## src/source/fetch_params.svh

```systemverilog
/*
 * sizes of the reference fetch buffer, one row word holds 64 luma pixels
 * window offsets above MAX_X are clamped, never wrapped into the next row
 */
`ifndef FETCH_PARAMS_SVH
`define FETCH_PARAMS_SVH

// ******************************
// pixel and row geometry
// ******************************
`define PIXEL_WIDTH     8       // bits per luma pixel
`define WORD_PIXELS     64      // pixels in one row word
`define WIN_PIXELS      16      // pixels in one output window
`define MAX_X           48      // last offset with a full window

// ******************************
// register file geometry
// ******************************
`define RF_DEPTH        128     // rows held
`define RF_ADDR_WIDTH   7       // log2 of depth
`define SUBBANK_WIDTH   128     // one sub-bank macro width

`endif

```

## src/source/fetch_ctrl_pkg.sv

```systemverilog
/*
 * control side types, counts run 1..128 and wider counts wrap the address
 */
`include "fetch_params.svh"

package fetch_ctrl_pkg;

    typedef logic [`RF_ADDR_WIDTH-1:0]     row_addr_t;   // row index, wraps at depth
    typedef logic [`RF_ADDR_WIDTH:0]       row_cnt_t;    // 1..128 rows
    typedef logic [$clog2(`WORD_PIXELS)-1:0] x_off_t;    // pixel offset in row

    // ******************************
    // sequencer states
    // ******************************
    typedef enum logic [1:0] {
        IDLE = 2'd0,        // waiting for a start
        LOAD = 2'd1,        // host writes rows
        READ = 2'd2         // one row read per cycle
    } ctrl_state_e;

endpackage

```

## src/source/fetch_ifs.sv

```systemverilog
/*
 * internal buses of the fetch buffer, plain strobes without handshake
 * wdata is driven straight from the host port by the top level
 */


// ******************************
// row address counter port
// ******************************
interface fetch_cnt_if import fetch_ctrl_pkg::*; ();
    logic       cnt_load;   // preset address and length
    row_addr_t  cnt_base;   // first row
    row_cnt_t   cnt_len;    // rows in the run
    logic       cnt_step;   // advance one row
    row_addr_t  cnt_addr;   // current row
    logic       cnt_last;   // current row is the final one

    modport fsm (output cnt_load, output cnt_base, output cnt_len, output cnt_step,
                 input cnt_addr, input cnt_last);
    modport cnt (input cnt_load, input cnt_base, input cnt_len, input cnt_step,
                 output cnt_addr, output cnt_last);
endinterface

```

## src/source/fetch_addr_counter.sv

```systemverilog
/*
 * row address counter, address wraps modulo the depth
 * stepping past a remaining count of zero is not guarded
 */
`timescale 1ns/10ps

module fetch_addr_counter import fetch_ctrl_pkg::*; (
    input  logic        clk,        // core clock
    input  logic        rst_i,      // sync reset, active high
    fetch_cnt_if.cnt    cnt         // preset, step and status
);

    row_addr_t addr_q;      // current row
    row_cnt_t  remain_q;    // rows still to go, this one included

    // ******************************
    // address and length
    // ******************************
    always_ff @(posedge clk) begin
        if (rst_i) begin
            addr_q   <= '0;
            remain_q <= '0;
        end else if (cnt.cnt_load) begin
            addr_q   <= cnt.cnt_base;           // start of run
            remain_q <= cnt.cnt_len;
        end else if (cnt.cnt_step) begin
            addr_q   <= addr_q + 1'b1;          // 127 rolls to 0
            remain_q <= remain_q - 1'b1;
        end
    end

    assign cnt.cnt_addr = addr_q;
    assign cnt.cnt_last = (remain_q == row_cnt_t'(1));   // final row of the phase

endmodule

```

## src/flat_wrapper.sv

```systemverilog
// flat-port wrapper written by rule: the top's interface ports become plain ports
module fetch_addr_counter_flat import fetch_ctrl_pkg::*;
  (clk, rst_i, cnt_cnt_load, cnt_cnt_base, cnt_cnt_len, cnt_cnt_step, cnt_cnt_addr, cnt_cnt_last);
  fetch_cnt_if cnt_i ();
  input  logic clk;
  input  logic rst_i;
  input wire logic [$bits(cnt_i.cnt_load)-1:0] cnt_cnt_load;
  input wire logic [$bits(cnt_i.cnt_base)-1:0] cnt_cnt_base;
  input wire logic [$bits(cnt_i.cnt_len)-1:0] cnt_cnt_len;
  input wire logic [$bits(cnt_i.cnt_step)-1:0] cnt_cnt_step;
  output wire logic [$bits(cnt_i.cnt_addr)-1:0] cnt_cnt_addr;
  output wire logic [$bits(cnt_i.cnt_last)-1:0] cnt_cnt_last;
  assign cnt_i.cnt_load = cnt_cnt_load;
  assign cnt_i.cnt_base = cnt_cnt_base;
  assign cnt_i.cnt_len = cnt_cnt_len;
  assign cnt_i.cnt_step = cnt_cnt_step;
  assign cnt_cnt_addr = cnt_i.cnt_addr;
  assign cnt_cnt_last = cnt_i.cnt_last;
  fetch_addr_counter u_core (.clk(clk), .rst_i(rst_i), .cnt(cnt_i));
endmodule
```

## config.mk

```make
export PLATFORM = sky130hd
export DESIGN_NAME = fetch_addr_counter_flat
export DESIGN_NICKNAME = d
export VERILOG_FILES = /design/src/source/fetch_ctrl_pkg.sv /design/src/source/fetch_ifs.sv /design/src/source/fetch_addr_counter.sv /design/src/flat_wrapper.sv
export VERILOG_INCLUDE_DIRS = /design/src /design/src/source
export SDC_FILE = /design/constraint.sdc
export NUM_CORES = 1
export LEC_CHECK = 0
export ABC_AREA = 1
export BUFFER_PORTS_ARGS = -buffer_cell sky130_fd_sc_hd__buf_2
export CELL_PAD_IN_SITES_DETAIL_PLACEMENT = 2
export CELL_PAD_IN_SITES_GLOBAL_PLACEMENT = 2
export CORE_ASPECT_RATIO = 1.75
export CORE_UTILIZATION = 28
export DETAILED_ROUTE_END_ITERATION = 10
export PLACE_DENSITY_LB_ADDON = 0.1
export SLEW_MARGIN = 20
export SYNTH_ARGS = -nofsm -noshare
export SYNTH_HDL_FRONTEND = slang
export SYNTH_SLANG_ARGS = --single-unit
```

## constraint.sdc

```tcl
create_clock -name clk -period 1.54 [get_ports clk]
set_input_delay 0.231 -clock clk [delete_from_list [all_inputs] [get_ports clk]]
set_output_delay 0.231 -clock clk [all_outputs]
set_load 0.005 [all_outputs]
```

After elaboration in Yosys (flattened, before gate mapping):

Cells that the tools add are included.

* $add $sub $neg: 2
* equality and inequality tests: 1
* mux-type cells: 4
* reduce and logical (&&, ||, !) cells: 1

Operators with widths (count)
* $mux 8: 2
* $mux 7: 2
* $eq 8x1->1 const B: 1
* $sub 8x1->8 const B: 1
* $add 7x1->7 const B: 1
* $reduce_bool 2->1: 1

* bits in registers: 15
* input port bits: 19
* output and inout bits: 8
* logic and storage cells: 10

Logic depth before layout (Yosys ltp):

* depth in word-level cells: 3
* gate-level depth with buffers: 8
* gate-level depth less buffers: 8

Least setup slack after synthesis:

Ideal clock, no wire load.

* path type: register -> register
* start: reg u_core.remain_q[0]
* end: reg u_core.remain_q[6]
* setup time: 66 ps
* arrival: 1043 ps
* data required time: 1474 ps
* setup slack: 431 ps
* cell stages (with the launch flop): 9
* clock period less this slack: 1109 ps
* cells stage by stage: dfxtp_1 -> inv_1 -> ha_1 -> nand2_2 -> nor2_4 -> nand2_1 -> nand2_1 -> nand3_1 -> a21oi_2

* cells in the longest elaborated chain, start to end: 3

RTL lines
* from (decl): line fetch_addr_counter.sv:14 `row_cnt_t remain_q;`
* from (signal assigned): line fetch_addr_counter.sv:25 `remain_q <= cnt.cnt_len;`
* from (signal assigned): line fetch_addr_counter.sv:28 `remain_q <= remain_q - 1'b1;`
* $sub 8x1->8: line fetch_addr_counter.sv:28
* $mux 8: line fetch_addr_counter.sv:26 `end else if (cnt.cnt_step) begin`
* $mux 8: line fetch_addr_counter.sv:23 `end else if (cnt.cnt_load) begin`

Every way passes these cells. The select of a mux whose other input is x is not followed.
A chain may end at the register's enable or synchronous reset.

Worst setup path after layout:

* start: reg u_core.remain_q[1]
* end: out cnt_cnt_last

* cells in the longest elaborated chain, start to end: 1

RTL lines
* $eq 8x1->1: line fetch_addr_counter.sv:33 `assign cnt.cnt_last = (remain_q == row_cnt_t'(1));`
* to (decl): line flat_wrapper.sv:12 `output wire logic [$bits(cnt_i.cnt_last)-1:0] cnt_cnt_last;`

Every way passes these cells.

==> out/metrics.yaml <==
synth:
  synth_top_area_cell: "dfxtp_1"
  synth_area_leaders: "dfxtp_1 (30%), nand2_1 (9.9%), a22oi_2 (8.9%)"
  netlist_top_cells_count: "nand2_1 (26), inv_1 (17), dfxtp_1 (15), nand3_1 (12), nor2_1 (10)"
  synth_seq_cells: 15
  netlist.area_leader.share_pct: 30.5
  syn_area_per_cell_um2: 7.30
  synth_edf_count: 0
  syn_nets: 157
  async_flop_share_pct: 0
  synthFlopType: "dfxtp_1"
  synthDistinctLibCells: 25
  synthesis.area_um2: 986
  yosys_warnings: 0
  synth-seq-area-share_pct: 30.5
  synthCells: 135
  yosysMostFrequentCell: "nand2_1"
place:
  port_buffers: 26
  post-dp-hpwl_mm: 2.42
  place_ws_ps: 195
  place_congestion: 0.715
critical_path:
  critPathKind: "flop to output pin"
  slowest_delay_ps: 310
  end_kind: "output pin"
  cp_max_fo: 4
  required_ps: 1310
  rr_worst_depth: 6
  path_cells: "inv_1, ha_1, nand3_1, nor2_1, buf_2"
  setup.worst_path.start_class: "flop"
  cp.arrival_ps: 1120
  slowest_stage: "dfxtp_1"
  timing.rr.start: "u_core.cnt.cnt_addr[0]"
  r2r-end: "u_core.cnt.cnt_addr[4]"
  ff2ff_setup_slack_ps: 300
pwr:
  power_leakage_nw: 0.564
  power_mw: 1.01
  ir_drop_mv: 0.363
  p_per_area_nw_per_um2: 846
timing:
  fin_skew_ps: 2.73
  max_clock_freq_ghz: 0.742
  setup_slack_ps: 193
  drv_slew: 0
  finalCritPeriodShare_pct: 87.5
  finalSetupTns_ps: 0
  tightest_slew_ps: 425
  post-route-min-period_ps: 1350
  slew_headroom_pct: 71.7
  setup_violations: 0
  rsz0062_at_grt: "no"
  finalHoldViolCount: 0
run:
  drv_cap: 0
final_layout:
  final_layout_size_suffix_gt1_share_pct: 33.1
  post-route-util_pct: 35.6
  fillers: 432
  antennaDiodeCount: 0
  syn_to_final_growth_pct: 21.4
  seqCellArea_um2: 300
  fin_nets: 186
  multi_input_area_um2: 566
cts:
  clk_path_buf_depth: 2
  cts-hold-fix-buffers: 0
  cts_setup_buffers: 0
  cts_resized: 0
  htree_num_levels: 1
  numCtsBuffers: 3
  cts-root-buf: "clkbuf_8"
  path_clk_slew_ps: 70
  clock-sinks: 15
  clk_latency_ps: 250
  cts_tree: "done"
die:
  die_h_um: 80.5
  die_w_um: 46.9
  start_util_pct: 29.3
  core_region_area_um2: 3360
  top_level_ports: 27
  num_rows: 28
  dieArea_um2: 3770
grt:
  grt_overflow: 0
  grt_pass1_wl_mm: 5.04
  grt_max_degree: 17
  grt_usage_pct: 18.9
  grt_pass1_vias: 1130
  antenna_found_initial: 0
worst_hold_path:
  hp-start: "cnt_cnt_base[2]"
  min_path_type: "input pin to flop"
  hold_depth: 3
  hold_end: "u_core.cnt.cnt_addr[2]"
detailed_routing:
  first_iter_violations: 10
  wire_per_inst_um: 14.1
  dr.pass1.iters: 2
  vias_per_cell: 4.79
  num_vias: 996
  ant_nets: 0
  routed_wl_mm: 2.94
  drc: 0
run_status:
  status: "finished, final reports clean"
==> metrics by stage <==
step / hold WS [ps] / std cells / instance area [um^2]
5_1_grt: 301 / 208 / 1200
2_1_floorplan: 421 / 135 / 986
6_report: 279 / 208 / 1200
4_1_cts: 285 / 208 / 1200
3_3_place_gp: 534 / 204 / 1150
3_5_place_dp: 534 / 204 / 1150
==> sequential cells by signal (all words and copies together), names as in the netlist <==
name / flops
u_core.cnt.cnt_addr: 7
u_core.remain_q: 8
==> logic make-up (layout without fill, tap and decap cells) <==
| family | count (synthesis) | count (layout) | share of synthesized area, % |
|---|---|---|---|
| AO/OA/AOI/OAI | 30 | 30 | 23.0 |
| AND/OR/NAND/NOR | 57 | 57 | 27.0 |
| adder cells (fa/ha/maj) | 3 | 3 | 3.81 |
| flip-flops | 15 | 15 | 30.5 |
| XOR/XNOR | 4 | 4 | 3.55 |
| buffers and inverters | 26 | 54 | 12.2 |
==> critical path: cells and delay by family, from the launching register on <==
kind                     cells  cell delay (ps)
AND/OR/NAND/NOR              2              180
buffers and inverters        2              220
adder cells (fa/ha/maj)      1              160
flip-flops                   1              310
==> worst max path at each step <==
stage                       start                  to  slack [ps]  cells after the start
2_1_floorplan  u_core.remain_q[0]  u_core.remain_q[6]         430                      8
3_3_place_gp         cnt_cnt_load  u_core.remain_q[5]         230                      5
3_5_place_dp         cnt_cnt_load  u_core.remain_q[4]         190                      8
4_1_cts        u_core.remain_q[1]        cnt_cnt_last         180                      5
5_1_grt        u_core.remain_q[3]        cnt_cnt_last          80                      4
6_report       u_core.remain_q[1]        cnt_cnt_last         190                      5
==> where the power goes <==
part / internal (mW) / leakage (nW) / switching, mW
Combinational: 0.0960 / 0.417 / 0.137
Clock: 0.184 / 0.0228 / 0.149
Sequential: 0.416 / 0.124 / 0.0319
==> routing by layer <==
metal	vias to the layer above	wire, um	share of wire [%]	GRT usage (%)
met2	21	1640	56	35.1
met4	0	47	1.6	6.86
met1	475	1170	40	20.4
li1	495	-	-	-
met3	5	88	3.0	2.02
met5	-	0	0	0
==> cell usage in the layout, fill, tap and decap left out, drive strengths merged, types with 3 or more instances in the layout <==
| master | n |
|---|---|
| inv | 22 |
| dfxtp | 15 |
| o21ai | 10 |
| nand2 | 29 |
| nor2 | 14 |
| a22oi | 8 |
| a21oi | 10 |
| clkbuf | 4 |
| nand3 | 12 |
| xor2 | 4 |
| ha | 3 |
| buf | 28 |
==> layout make-up <==
| cell class | instances | area share, % |
|---|---|---|
| Sequential cell | 15 | 25.1 |
| Multi-Input combinational cell | 94 | 47.2 |
| Tap cell | 45 | 4.70 |
| Inverter | 22 | 7.11 |
| Clock buffer | 4 | 3.76 |
| Timing Repair Buffer | 28 | 12.1 |
(Power assumes the default switching activity.)
