[src/source/fetch_params.svh]
/*
 * sizes of the reference fetch buffer, one row word holds 64 luma pixels
 * window offsets above MAX_X are clamped, never wrapped into the next row
 */
`ifndef FETCH_PARAMS_SVH
`define FETCH_PARAMS_SVH

// ******************************
// pixel and row geometry
// ******************************
`define PIXEL_WIDTH     8       // bits per luma pixel
`define WORD_PIXELS     64      // pixels in one row word
`define WIN_PIXELS      16      // pixels in one output window
`define MAX_X           48      // last offset with a full window

// ******************************
// register file geometry
// ******************************
`define RF_DEPTH        128     // rows held
`define RF_ADDR_WIDTH   7       // log2 of depth
`define SUBBANK_WIDTH   128     // one sub-bank macro width

`endif

[src/source/fetch_pixel_pkg.sv]
/*
 * pixel level types of the fetch buffer
 * pixel 0 of a row sits in the low bits, sub-bank 0 holds pixels 0..15
 */
`include "fetch_params.svh"

package fetch_pixel_pkg;

    // ******************************
    // sizes derived from the macros
    // ******************************
    localparam int unsigned ROW_WIDTH = `WORD_PIXELS * `PIXEL_WIDTH;   // 512
    localparam int unsigned RF_BANKS  = ROW_WIDTH / `SUBBANK_WIDTH;   // 4 macros

    typedef logic [`PIXEL_WIDTH-1:0] pixel_t;       // one luma sample

    typedef logic [`SUBBANK_WIDTH-1:0] bank_word_t;   // one sub-bank row

    // one row word, seen either as pixels or as sub-bank slices
    typedef union packed {
        pixel_t     [`WORD_PIXELS-1:0] pix;       // window select view
        bank_word_t [RF_BANKS-1:0]     bank;      // memory split view
    } ref_word_u;

    typedef pixel_t [`WIN_PIXELS-1:0] win_t;      // 16 pixel output window

endpackage

[src/source/fetch_ctrl_pkg.sv]
/*
 * control side types, counts run 1..128 and wider counts wrap the address
 */
`include "fetch_params.svh"

package fetch_ctrl_pkg;

    typedef logic [`RF_ADDR_WIDTH-1:0]     row_addr_t;   // row index, wraps at depth
    typedef logic [`RF_ADDR_WIDTH:0]       row_cnt_t;    // 1..128 rows
    typedef logic [$clog2(`WORD_PIXELS)-1:0] x_off_t;    // pixel offset in row

    // ******************************
    // sequencer states
    // ******************************
    typedef enum logic [1:0] {
        IDLE = 2'd0,        // waiting for a start
        LOAD = 2'd1,        // host writes rows
        READ = 2'd2         // one row read per cycle
    } ctrl_state_e;

endpackage

[src/source/fetch_ifs.sv]
/*
 * internal buses of the fetch buffer, plain strobes without handshake
 * wdata is driven straight from the host port by the top level
 */
`timescale 1ns/10ps

// ******************************
// register file port
// ******************************
interface fetch_rf_if import fetch_pixel_pkg::*, fetch_ctrl_pkg::*; ();
    logic       we;         // write strobe, wins over re
    logic       re;         // read strobe
    row_addr_t  addr;       // shared row address
    ref_word_u  wdata;      // row to write
    ref_word_u  rdata;      // registered read row

    modport ctrl (output we, output re, output addr);
    modport mem  (input we, input re, input addr, input wdata, output rdata);
endinterface

// ******************************
// row address counter port
// ******************************
interface fetch_cnt_if import fetch_ctrl_pkg::*; ();
    logic       cnt_load;   // preset address and length
    row_addr_t  cnt_base;   // first row
    row_cnt_t   cnt_len;    // rows in the run
    logic       cnt_step;   // advance one row
    row_addr_t  cnt_addr;   // current row
    logic       cnt_last;   // current row is the final one

    modport fsm (output cnt_load, output cnt_base, output cnt_len, output cnt_step,
                 input cnt_addr, input cnt_last);
    modport cnt (input cnt_load, input cnt_base, input cnt_len, input cnt_step,
                 output cnt_addr, output cnt_last);
endinterface

[src/source/fetch_ctrl_fsm.sv]
/*
 * load and fetch sequencer, starts count only in IDLE with a nonzero length
 * a load start wins over a fetch start raised in the same cycle
 */
`timescale 1ns/10ps

module fetch_ctrl_fsm import fetch_ctrl_pkg::*; (
    input  logic        clk,                // core clock
    input  logic        rst_i,              // sync reset, active high
    input  logic        load_start_i,       // begin a row load
    input  row_addr_t   load_base_i,        // first row to write
    input  row_cnt_t    load_rows_i,        // rows to write
    input  logic        load_we_i,          // one row per strobe
    input  logic        fetch_start_i,      // begin a row fetch
    input  row_addr_t   fetch_row_i,        // first row to read
    input  row_cnt_t    fetch_rows_i,       // rows to read
    input  x_off_t      fetch_x_i,          // window offset for the run
    output logic        busy_o,             // not in IDLE
    output logic        load_done_o,        // one cycle after the last write
    output logic        rd_issue_o,         // read issued this cycle
    output logic        rd_last_o,          // final read of the run
    output x_off_t      rd_x_o,             // offset held for the run
    fetch_rf_if.ctrl    rf,                 // memory strobes
    fetch_cnt_if.fsm    cnt                 // address counter
);

    ctrl_state_e state_q;       // current phase
    ctrl_state_e state_d;
    logic        load_acc;      // load start taken
    logic        fetch_acc;     // fetch start taken
    logic        load_done_q;
    x_off_t      x_q;           // latched search x

    assign load_acc  = (state_q == IDLE) & load_start_i & (load_rows_i != '0);
    assign fetch_acc = (state_q == IDLE) & ~load_acc & fetch_start_i &
                       (fetch_rows_i != '0);

    // ******************************
    // next state and strobes
    // ******************************
    always_comb begin
        state_d      = state_q;
        cnt.cnt_load = load_acc | fetch_acc;
        cnt.cnt_base = load_acc ? load_base_i : fetch_row_i;   // preset source
        cnt.cnt_len  = load_acc ? load_rows_i : fetch_rows_i;
        cnt.cnt_step = 1'b0;
        rf.we        = 1'b0;
        rf.re        = 1'b0;
        rd_issue_o   = 1'b0;
        rd_last_o    = 1'b0;
        case (state_q)
            IDLE: begin
                if (load_acc) begin
                    state_d = LOAD;
                end else if (fetch_acc) begin
                    state_d = READ;
                end
            end
            LOAD: begin
                rf.we        = load_we_i;       // gaps just wait
                cnt.cnt_step = load_we_i;
                if (load_we_i && cnt.cnt_last) begin
                    state_d = IDLE;
                end
            end
            READ: begin
                rf.re        = 1'b1;            // one row every cycle
                rd_issue_o   = 1'b1;
                rd_last_o    = cnt.cnt_last;
                cnt.cnt_step = 1'b1;
                if (cnt.cnt_last) begin
                    state_d = IDLE;
                end
            end
            default: state_d = IDLE;            // unused encoding
        endcase
    end

    assign rf.addr     = cnt.cnt_addr;          // same address for load and fetch
    assign busy_o      = (state_q != IDLE);
    assign load_done_o = load_done_q;
    assign rd_x_o      = x_q;

    always_ff @(posedge clk) begin
        if (rst_i) begin
            state_q     <= IDLE;
            load_done_q <= 1'b0;
        end else begin
            state_q     <= state_d;
            load_done_q <= (state_q == LOAD) & load_we_i & cnt.cnt_last;   // single pulse
        end
    end

    always_ff @(posedge clk) begin
        if (fetch_acc) begin
            x_q <= fetch_x_i;                   // held until the next fetch
        end
    end

endmodule

[src/flat_wrapper.sv]
// flat-port wrapper written by rule: the top's interface ports become plain ports
module fetch_ctrl_fsm_flat import fetch_ctrl_pkg::*;
  (clk, rst_i, load_start_i, load_base_i, load_rows_i, load_we_i, fetch_start_i, fetch_row_i, fetch_rows_i, fetch_x_i, busy_o, load_done_o, rd_issue_o, rd_last_o, rd_x_o, rf_we, rf_re, rf_addr, cnt_cnt_load, cnt_cnt_base, cnt_cnt_len, cnt_cnt_step, cnt_cnt_addr, cnt_cnt_last);
  fetch_rf_if rf_i ();
  fetch_cnt_if cnt_i ();
  input  logic clk;
  input  logic rst_i;
  input  logic load_start_i;
  input  row_addr_t load_base_i;
  input  row_cnt_t load_rows_i;
  input  logic load_we_i;
  input  logic fetch_start_i;
  input  row_addr_t fetch_row_i;
  input  row_cnt_t fetch_rows_i;
  input  x_off_t fetch_x_i;
  output logic busy_o;
  output logic load_done_o;
  output logic rd_issue_o;
  output logic rd_last_o;
  output x_off_t rd_x_o;
  output wire logic [$bits(rf_i.we)-1:0] rf_we;
  output wire logic [$bits(rf_i.re)-1:0] rf_re;
  output wire logic [$bits(rf_i.addr)-1:0] rf_addr;
  output wire logic [$bits(cnt_i.cnt_load)-1:0] cnt_cnt_load;
  output wire logic [$bits(cnt_i.cnt_base)-1:0] cnt_cnt_base;
  output wire logic [$bits(cnt_i.cnt_len)-1:0] cnt_cnt_len;
  output wire logic [$bits(cnt_i.cnt_step)-1:0] cnt_cnt_step;
  input wire logic [$bits(cnt_i.cnt_addr)-1:0] cnt_cnt_addr;
  input wire logic [$bits(cnt_i.cnt_last)-1:0] cnt_cnt_last;
  assign rf_we = rf_i.we;
  assign rf_re = rf_i.re;
  assign rf_addr = rf_i.addr;
  assign cnt_cnt_load = cnt_i.cnt_load;
  assign cnt_cnt_base = cnt_i.cnt_base;
  assign cnt_cnt_len = cnt_i.cnt_len;
  assign cnt_cnt_step = cnt_i.cnt_step;
  assign cnt_i.cnt_addr = cnt_cnt_addr;
  assign cnt_i.cnt_last = cnt_cnt_last;
  fetch_ctrl_fsm u_core (.clk(clk), .rst_i(rst_i), .load_start_i(load_start_i), .load_base_i(load_base_i), .load_rows_i(load_rows_i), .load_we_i(load_we_i), .fetch_start_i(fetch_start_i), .fetch_row_i(fetch_row_i), .fetch_rows_i(fetch_rows_i), .fetch_x_i(fetch_x_i), .busy_o(busy_o), .load_done_o(load_done_o), .rd_issue_o(rd_issue_o), .rd_last_o(rd_last_o), .rd_x_o(rd_x_o), .rf(rf_i), .cnt(cnt_i));
endmodule
[config.mk]
export PLATFORM = sky130hd
export DESIGN_NAME = fetch_ctrl_fsm_flat
export DESIGN_NICKNAME = d
export VERILOG_FILES = /design/src/source/fetch_pixel_pkg.sv /design/src/source/fetch_ctrl_pkg.sv /design/src/source/fetch_ifs.sv /design/src/source/fetch_ctrl_fsm.sv /design/src/flat_wrapper.sv
export VERILOG_INCLUDE_DIRS = /design/src /design/src/source
export SDC_FILE = /design/constraint.sdc
export NUM_CORES = 1
export LEC_CHECK = 0
export BUFFER_PORTS_ARGS = -buffer_cell sky130_fd_sc_hd__buf_2
export CORE_MARGIN = 2
export CORE_UTILIZATION = 29
export DETAILED_ROUTE_END_ITERATION = 12
export PLACE_DENSITY = 0.75
export SLEW_MARGIN = 0
export SYNTH_ARGS = -nofsm -noshare
export SYNTH_HDL_FRONTEND = slang
export SYNTH_SLANG_ARGS = --single-unit
[constraint.sdc]
create_clock -name clk -period 1.73 [get_ports clk]
set_input_delay 0.2595 -clock clk [delete_from_list [all_inputs] [get_ports clk]]
set_output_delay 0.2595 -clock clk [all_outputs]
set_load 0.01 [all_outputs]
Word level (Yosys, flattened, before mapping)
Cells that the tools add are included.
{ "classes": {"n_addsub": 0, "multipliers": 0, "div": 0, "n_lt_le_gt_ge": 0, "eq_ne": 5, "n_shift": 0, "n_mux": 11, "bitwise": 9, "reduce_logical": 6} }
{ "ops": {"columns": ["cell", "count"], "rows": [
  ["8-bit nonzero test", 2],
  ["2-bit two-way mux", 4],
  ["8-bit two-way mux", 1],
  ["1-bit AND", 7],
  ["7-bit two-way mux", 1],
  ["2-bit one-hot mux with 3 select lines", 1],
  ["1-bit two-way mux", 3],
  ["3-bit by 1-bit inequality test with 1-bit output, second input constant", 1],
  ["3-bit AND reduction", 1],
  ["2-bit by 1-bit == test with 1-bit output, second input constant", 1],
  ["2-bit == test, second input constant", 1],
  ["2-bit zero test", 1],
  ["2-bit by 1-bit inequality test with 1-bit output, second input constant", 1],
  ["2-bit inequality test, second input constant", 1],
  ["1-bit one-hot mux with 2 select lines", 1],
  ["2-bit nonzero test", 1],
  ["1-bit logical AND", 1],
  ["1-bit NOT", 1],
  ["1-bit OR", 1]
]} }
{ "totals": {"register_bits": 9, "latchBits": 0, "ramBits": 0, "rom_bits": 0, "input_bits": 49, "output_inout_bits": 36, "elab_cells": 34, "memories": 0} }

Longest topological paths before layout
{ "depth": {"depth_word": 10, "ltp_mapped": 7, "depth_no_buf": 6} }

Worst setup path after synthesis
OpenSTA, ideal clock, no wires.
{ "synth_path": {"path_type": "register to output", "from": "register u_core.state_q[0]", "to": "output cnt_cnt_base[0]", "t_arrival_ns": 1.485, "required_time_ns": 1.470, "slack_ns": -0.014, "path_stages_with_launch": 7, "path_buffers": 1, "path_cell_list": "dfxtp_1 -> inv_1 -> ha_1 -> nand2_1 -> a21oi_2 -> buf_6 -> mux2_4"} }
{ "synth_between": {"elab_chain_len": 4} }
{ "synth_lines": {"columns": ["element", "line", "source"], "rows": [
  ["start, declared", "fetch_ctrl_fsm.sv:27", "ctrl_state_e state_q;"],
  ["start signal, assigned", "fetch_ctrl_fsm.sv:89", "state_q <= state_d;"],
  ["2-bit zero test", "fetch_ctrl_fsm.sv:34", "assign load_acc = (state_q == IDLE) & load_start_i & (load_rows_i != '0);"],
  ["1-bit AND (2 in series)", "fetch_ctrl_fsm.sv:34", null],
  ["7-bit two-way mux", "fetch_ctrl_fsm.sv:44", "cnt.cnt_base = load_acc ? load_base_i : fetch_row_i;"],
  ["end, declared", "flat_wrapper.sv:25", "output wire logic [$bits(cnt_i.cnt_base)-1:0] cnt_cnt_base;"]
]} }
No other way between the ends.

Final worst setup path
{ "layout_path": {"from": "register u_core.state_q[0]", "to": "output cnt_cnt_base[5]"} }
Same word-level chain as after synthesis.

==> metrics.md <==
| Metric | Value |
|---|---|
| Fraction of the mapped netlist area in adder cells | 5.282% |
| Final nets | 192 |
| Final ANT Viol Nets | 0 |
| Slew @ Worst Pin | 0.4283 ns |
| Fin crit share | 112.3% |
| Gp weighted congestion | 0.7039 |
| CTS max path bufs | 2 |
| Layout cell share with drive strength beyond 1 | 82.73% |
| Vias in the first global route | 768 |
| Post-synthesis simple-gate area fraction | 14.44% |
| First-pass GRT wire length | 3484 um |
| Max frequency | 514.6 MHz |
| CTS sink cnt | 9 |
| CTS buffer count | 3 |
| Die height | 53.51 um |
| Synth Warn # | 0 |
| Port Buf Inserts | 70 |
| Xor-xnor portion of the synthesized cell area | 0% |
| Largest cells by area after synthesis | edfxtp_1 25%, mux2_2 14%, mux2_4 13%, dfxtp_1 8.5%, buf_4 8.5% |
| Core area | 2255 um2 |
| Hold Vio Cnt, Final | 0 |
| IO Pins | 85 |
| WHS Path Cells | 1 |
| Final wirelength | 2512 um |
| Slowest CP cell | dfxtp_2 |
| CTS tree | done |
| R2r startpoint | u_core.state_q[0]$_SDFFE_PP0P_ |
| CP most frequent cell | buf_6 |
| Final setup violation count | 15 |
| Final Skew | 0.007716 ns |
| Via total after detailed routing | 776 |
| Final min period | 1.943 ns |
| Worst Hold Launch | fetch_x_i[3] |
| Synthesized area per cell | 11.46 um2 |
| Drt first-iter violations | 13 |
| Synth Cell Area | 710.7 um2 |
| Sequential cell area | 242.7 um2 |
| Run status | finished, violations left |
| Slew headroom | 71.21% |
| Insertion delay to the later sink of the worst-skew pair | 0.26 ns |
| Register area share after synthesis | 33.80% |
| Post-synth top area share | 25.35% |
| Final worst setup slack | -0.2131 ns |
| Tightest Hold Check Type | input pin to flop |
| Multi-input gate area | 474.2 um2 |
| Final core occ | 59.93% |
| Max Cap Viol | 0 |
| WS Path Type | flop to primary output |
| CP cell instances | inv_2, ha_4, nand2_4, a21oi_4, buf_6, buf_12, mux2_4, buf_6 |
| Inserted Diodes | 0 |
| GRT Util Overall | 17.40% |
| Placed Area | 1077 um2 |
| R2R depth | 8 |
| Finished layout cell area | 1351 um2 |
| Clk slew on worst S/H paths | 0.07 ns |
| Initial Utilization | 31.52% |
| Remaining global-route overflow | 0 |
| Vias per Instance | 4.647 |
| Mux cell area share after synthesis | 28.35% |
| Initial antenna violation count | 0 |
| Fill cells | 182 |
| Critical path required time | 1.47 ns |
| WHS Endpoint | u_core.rd_x_o[3]$_DFFE_PP_ |
| CTS Hold Bufs | 0 |
| Area growth syn-to-layout | 90.14% |
| Distinct cells, synth | 23 |
| Clock power share | 15.2% |
| Pin count of the biggest net entering global routing | 9 |
| FF-to-FF End | u_core.state_q[0]$_SDFFE_PP0P_ |
| Die Area | 2863 um2 |
| Cells after Synth | 62 |
| H-tree levels | 1 |
| Power Density | 808.3 nW/um2 |
| Row cnt | 17 |
| Int Pwr | 732.0 uW |
| Max incr delay on CP | 0.33 ns |
| Net Switching | 360.3 uW |
| Crit path from | u_core.state_q[0]$_SDFFE_PP0P_ |
| Failing checks | setup timing |
| R2R Setup Slk | 0.16 ns |
| Worst Path Max Fanout | 8 |
| Synth area leader | edfxtp_1 |
| Compound-cell area share of the yosys netlist | 6.514% |
| Final Max Tran Viols | 0 |
| VDD IR max | 0.0004784 V |
| Syn nets | 114 |
| Largest family of logic cells by synthesized area | multiplexers |
| Wire per inst | 15.04 um |
| Hpwl dp | 1655 um |
| Pleak | 0.0006996 uW |
| Drt drc | 0 |
| Worst setup SP type | flop |
| Crit. End Element | primary output |
| DRT Pass-1 Iters | 4 |
| Die width | 53.51 um |
| Combinational share of power | 60.2% |
| Clock Root Buffer | clkbuf_4 |
| Sw frac | 32.98% |
| Synth Register Bits | 9 |
| Flop pwr share | 24.6% |
| Unrepaired setup endpoints after global routing | true |
| CP Data Arrival Time | 1.68 ns |
## cell usage after synthesis
cell type	count
a21boi_0	1
a21oi_1	3
a21oi_2	1
and2_1	2
and3b_1	1
buf_4	8
buf_6	1
dfxtp_1	3
edfxtp_1	6
ha_1	3
inv_1	3
mux2_2	9
mux2_4	6
mux2i_1	1
nand2_1	3
nand2b_1	1
nor2_1	1
nor2b_1	1
nor3_2	1
nor4_1	2
nor4_2	2
o21a_1	2
or3_1	1
## per-stage QoR
stage / hold slack [ns] / setup WS (ns) / setup TNS, ns / total power [uW] / instances
finish: 0.1675 / -0.2131 / -2.549 / 1092 / 167
global route: 0.1591 / -0.2645 / -3.433 / 1166 / 167
CTS: 0.1671 / -0.1822 / -2.686 / 1080 / 167
detailed placement: 0.4384 / -0.2054 / -2.636 / 716.5 / 157
global placement: 0.4402 / -0.1467 / -1.848 / 708.3 / 157
floorplan: 0.3286 / 0.07056 / 0 / 547.3 / 62
## placed cells by master, fill, tap and decap left out, drive strengths merged, types with 2 or more instances in the layout
cell type  count
a21oi          4
inv            3
and2           2
edfxtp         6
dfxtp          3
mux2          15
clkbuf         3
o21a           2
buf           82
nand2          3
nor4           4
ha             3
## power by group through the flow
| stage | combinational [uW] | clock [uW] | sequential (uW) |
|---|---|---|---|
| 6_report | 658 | 166 | 268 |
| 5_1_grt | 708 | 188 | 270 |
| 4_1_cts | 643 | 169 | 268 |
| 3_5_place_dp | 447 | 0 | 270 |
| 3_3_place_gp | 439 | 0 | 269 |
| 2_1_floorplan | 266 | 0 | 281 |
## final cells by class
| type | count | area share [%] |
|---|---|---|
| Timing Repair Buffer | 82 | 41.48 |
| Multi-Input combinational cell | 41 | 35.09 |
| Sequential cell | 9 | 17.96 |
| Tap cell | 28 | 2.593 |
| Clock buffer | 3 | 1.667 |
| Inverter | 3 | 0.8333 |
| Clock inverter | 1 | 0.3704 |
## routing by layer
layer  part of all wire, %  global-route usage [%]
met5                     0                       0
met4                   2.9                   6.838
met3                   8.0                   3.955
met2                    54                   33.13
met1                    35                   18.12
## worst max-delay path by stage
stage / endpoint / slack [ns] / cells past startpoint
final: cnt_cnt_base[5] / -0.21 / 8
after global routing: cnt_cnt_base[5] / -0.26 / 8
after CTS: cnt_cnt_len[1] / -0.18 / 8
after detailed placement: cnt_cnt_len[1] / -0.21 / 6
after global placement: cnt_cnt_len[1] / -0.15 / 6
after floorplan: cnt_cnt_base[0] / 0.07 / 6
## logic make-up (layout without fill, tap and decap cells)
group / after synthesis / after routing
muxes: 16 / 16
and+or+nand+nor: 15 / 15
buffers and inverters: 12 / 89
DFF: 9 / 9
AOI/OAI and AO/OA: 7 / 7
adders and majority gates: 3 / 3
## critical path, delay by kind of cell (launching register included)
family                     cells  cell delay, ns
muxes                          1            0.31
adders and majority gates      1            0.15
and+or+nand+nor                1            0.05
buffers and inverters          4            0.44
DFF                            1            0.33
AOI/OAI and AO/OA              1            0.13
## flip-flops by register name, indices dropped and copies added, names as in the netlist
name                count
u_core.load_done_o      1
u_core.rd_x_o           6
u_core.state_q          2
## timing repair
action                                  4_1_cts  5_1_grt
resized for setup                            35        6
endpoints found under the setup margin       16       16
buffers inserted                              5        1
gates cloned                                  1        0
pin swaps                                     1        1
(Power assumes the default switching activity.)
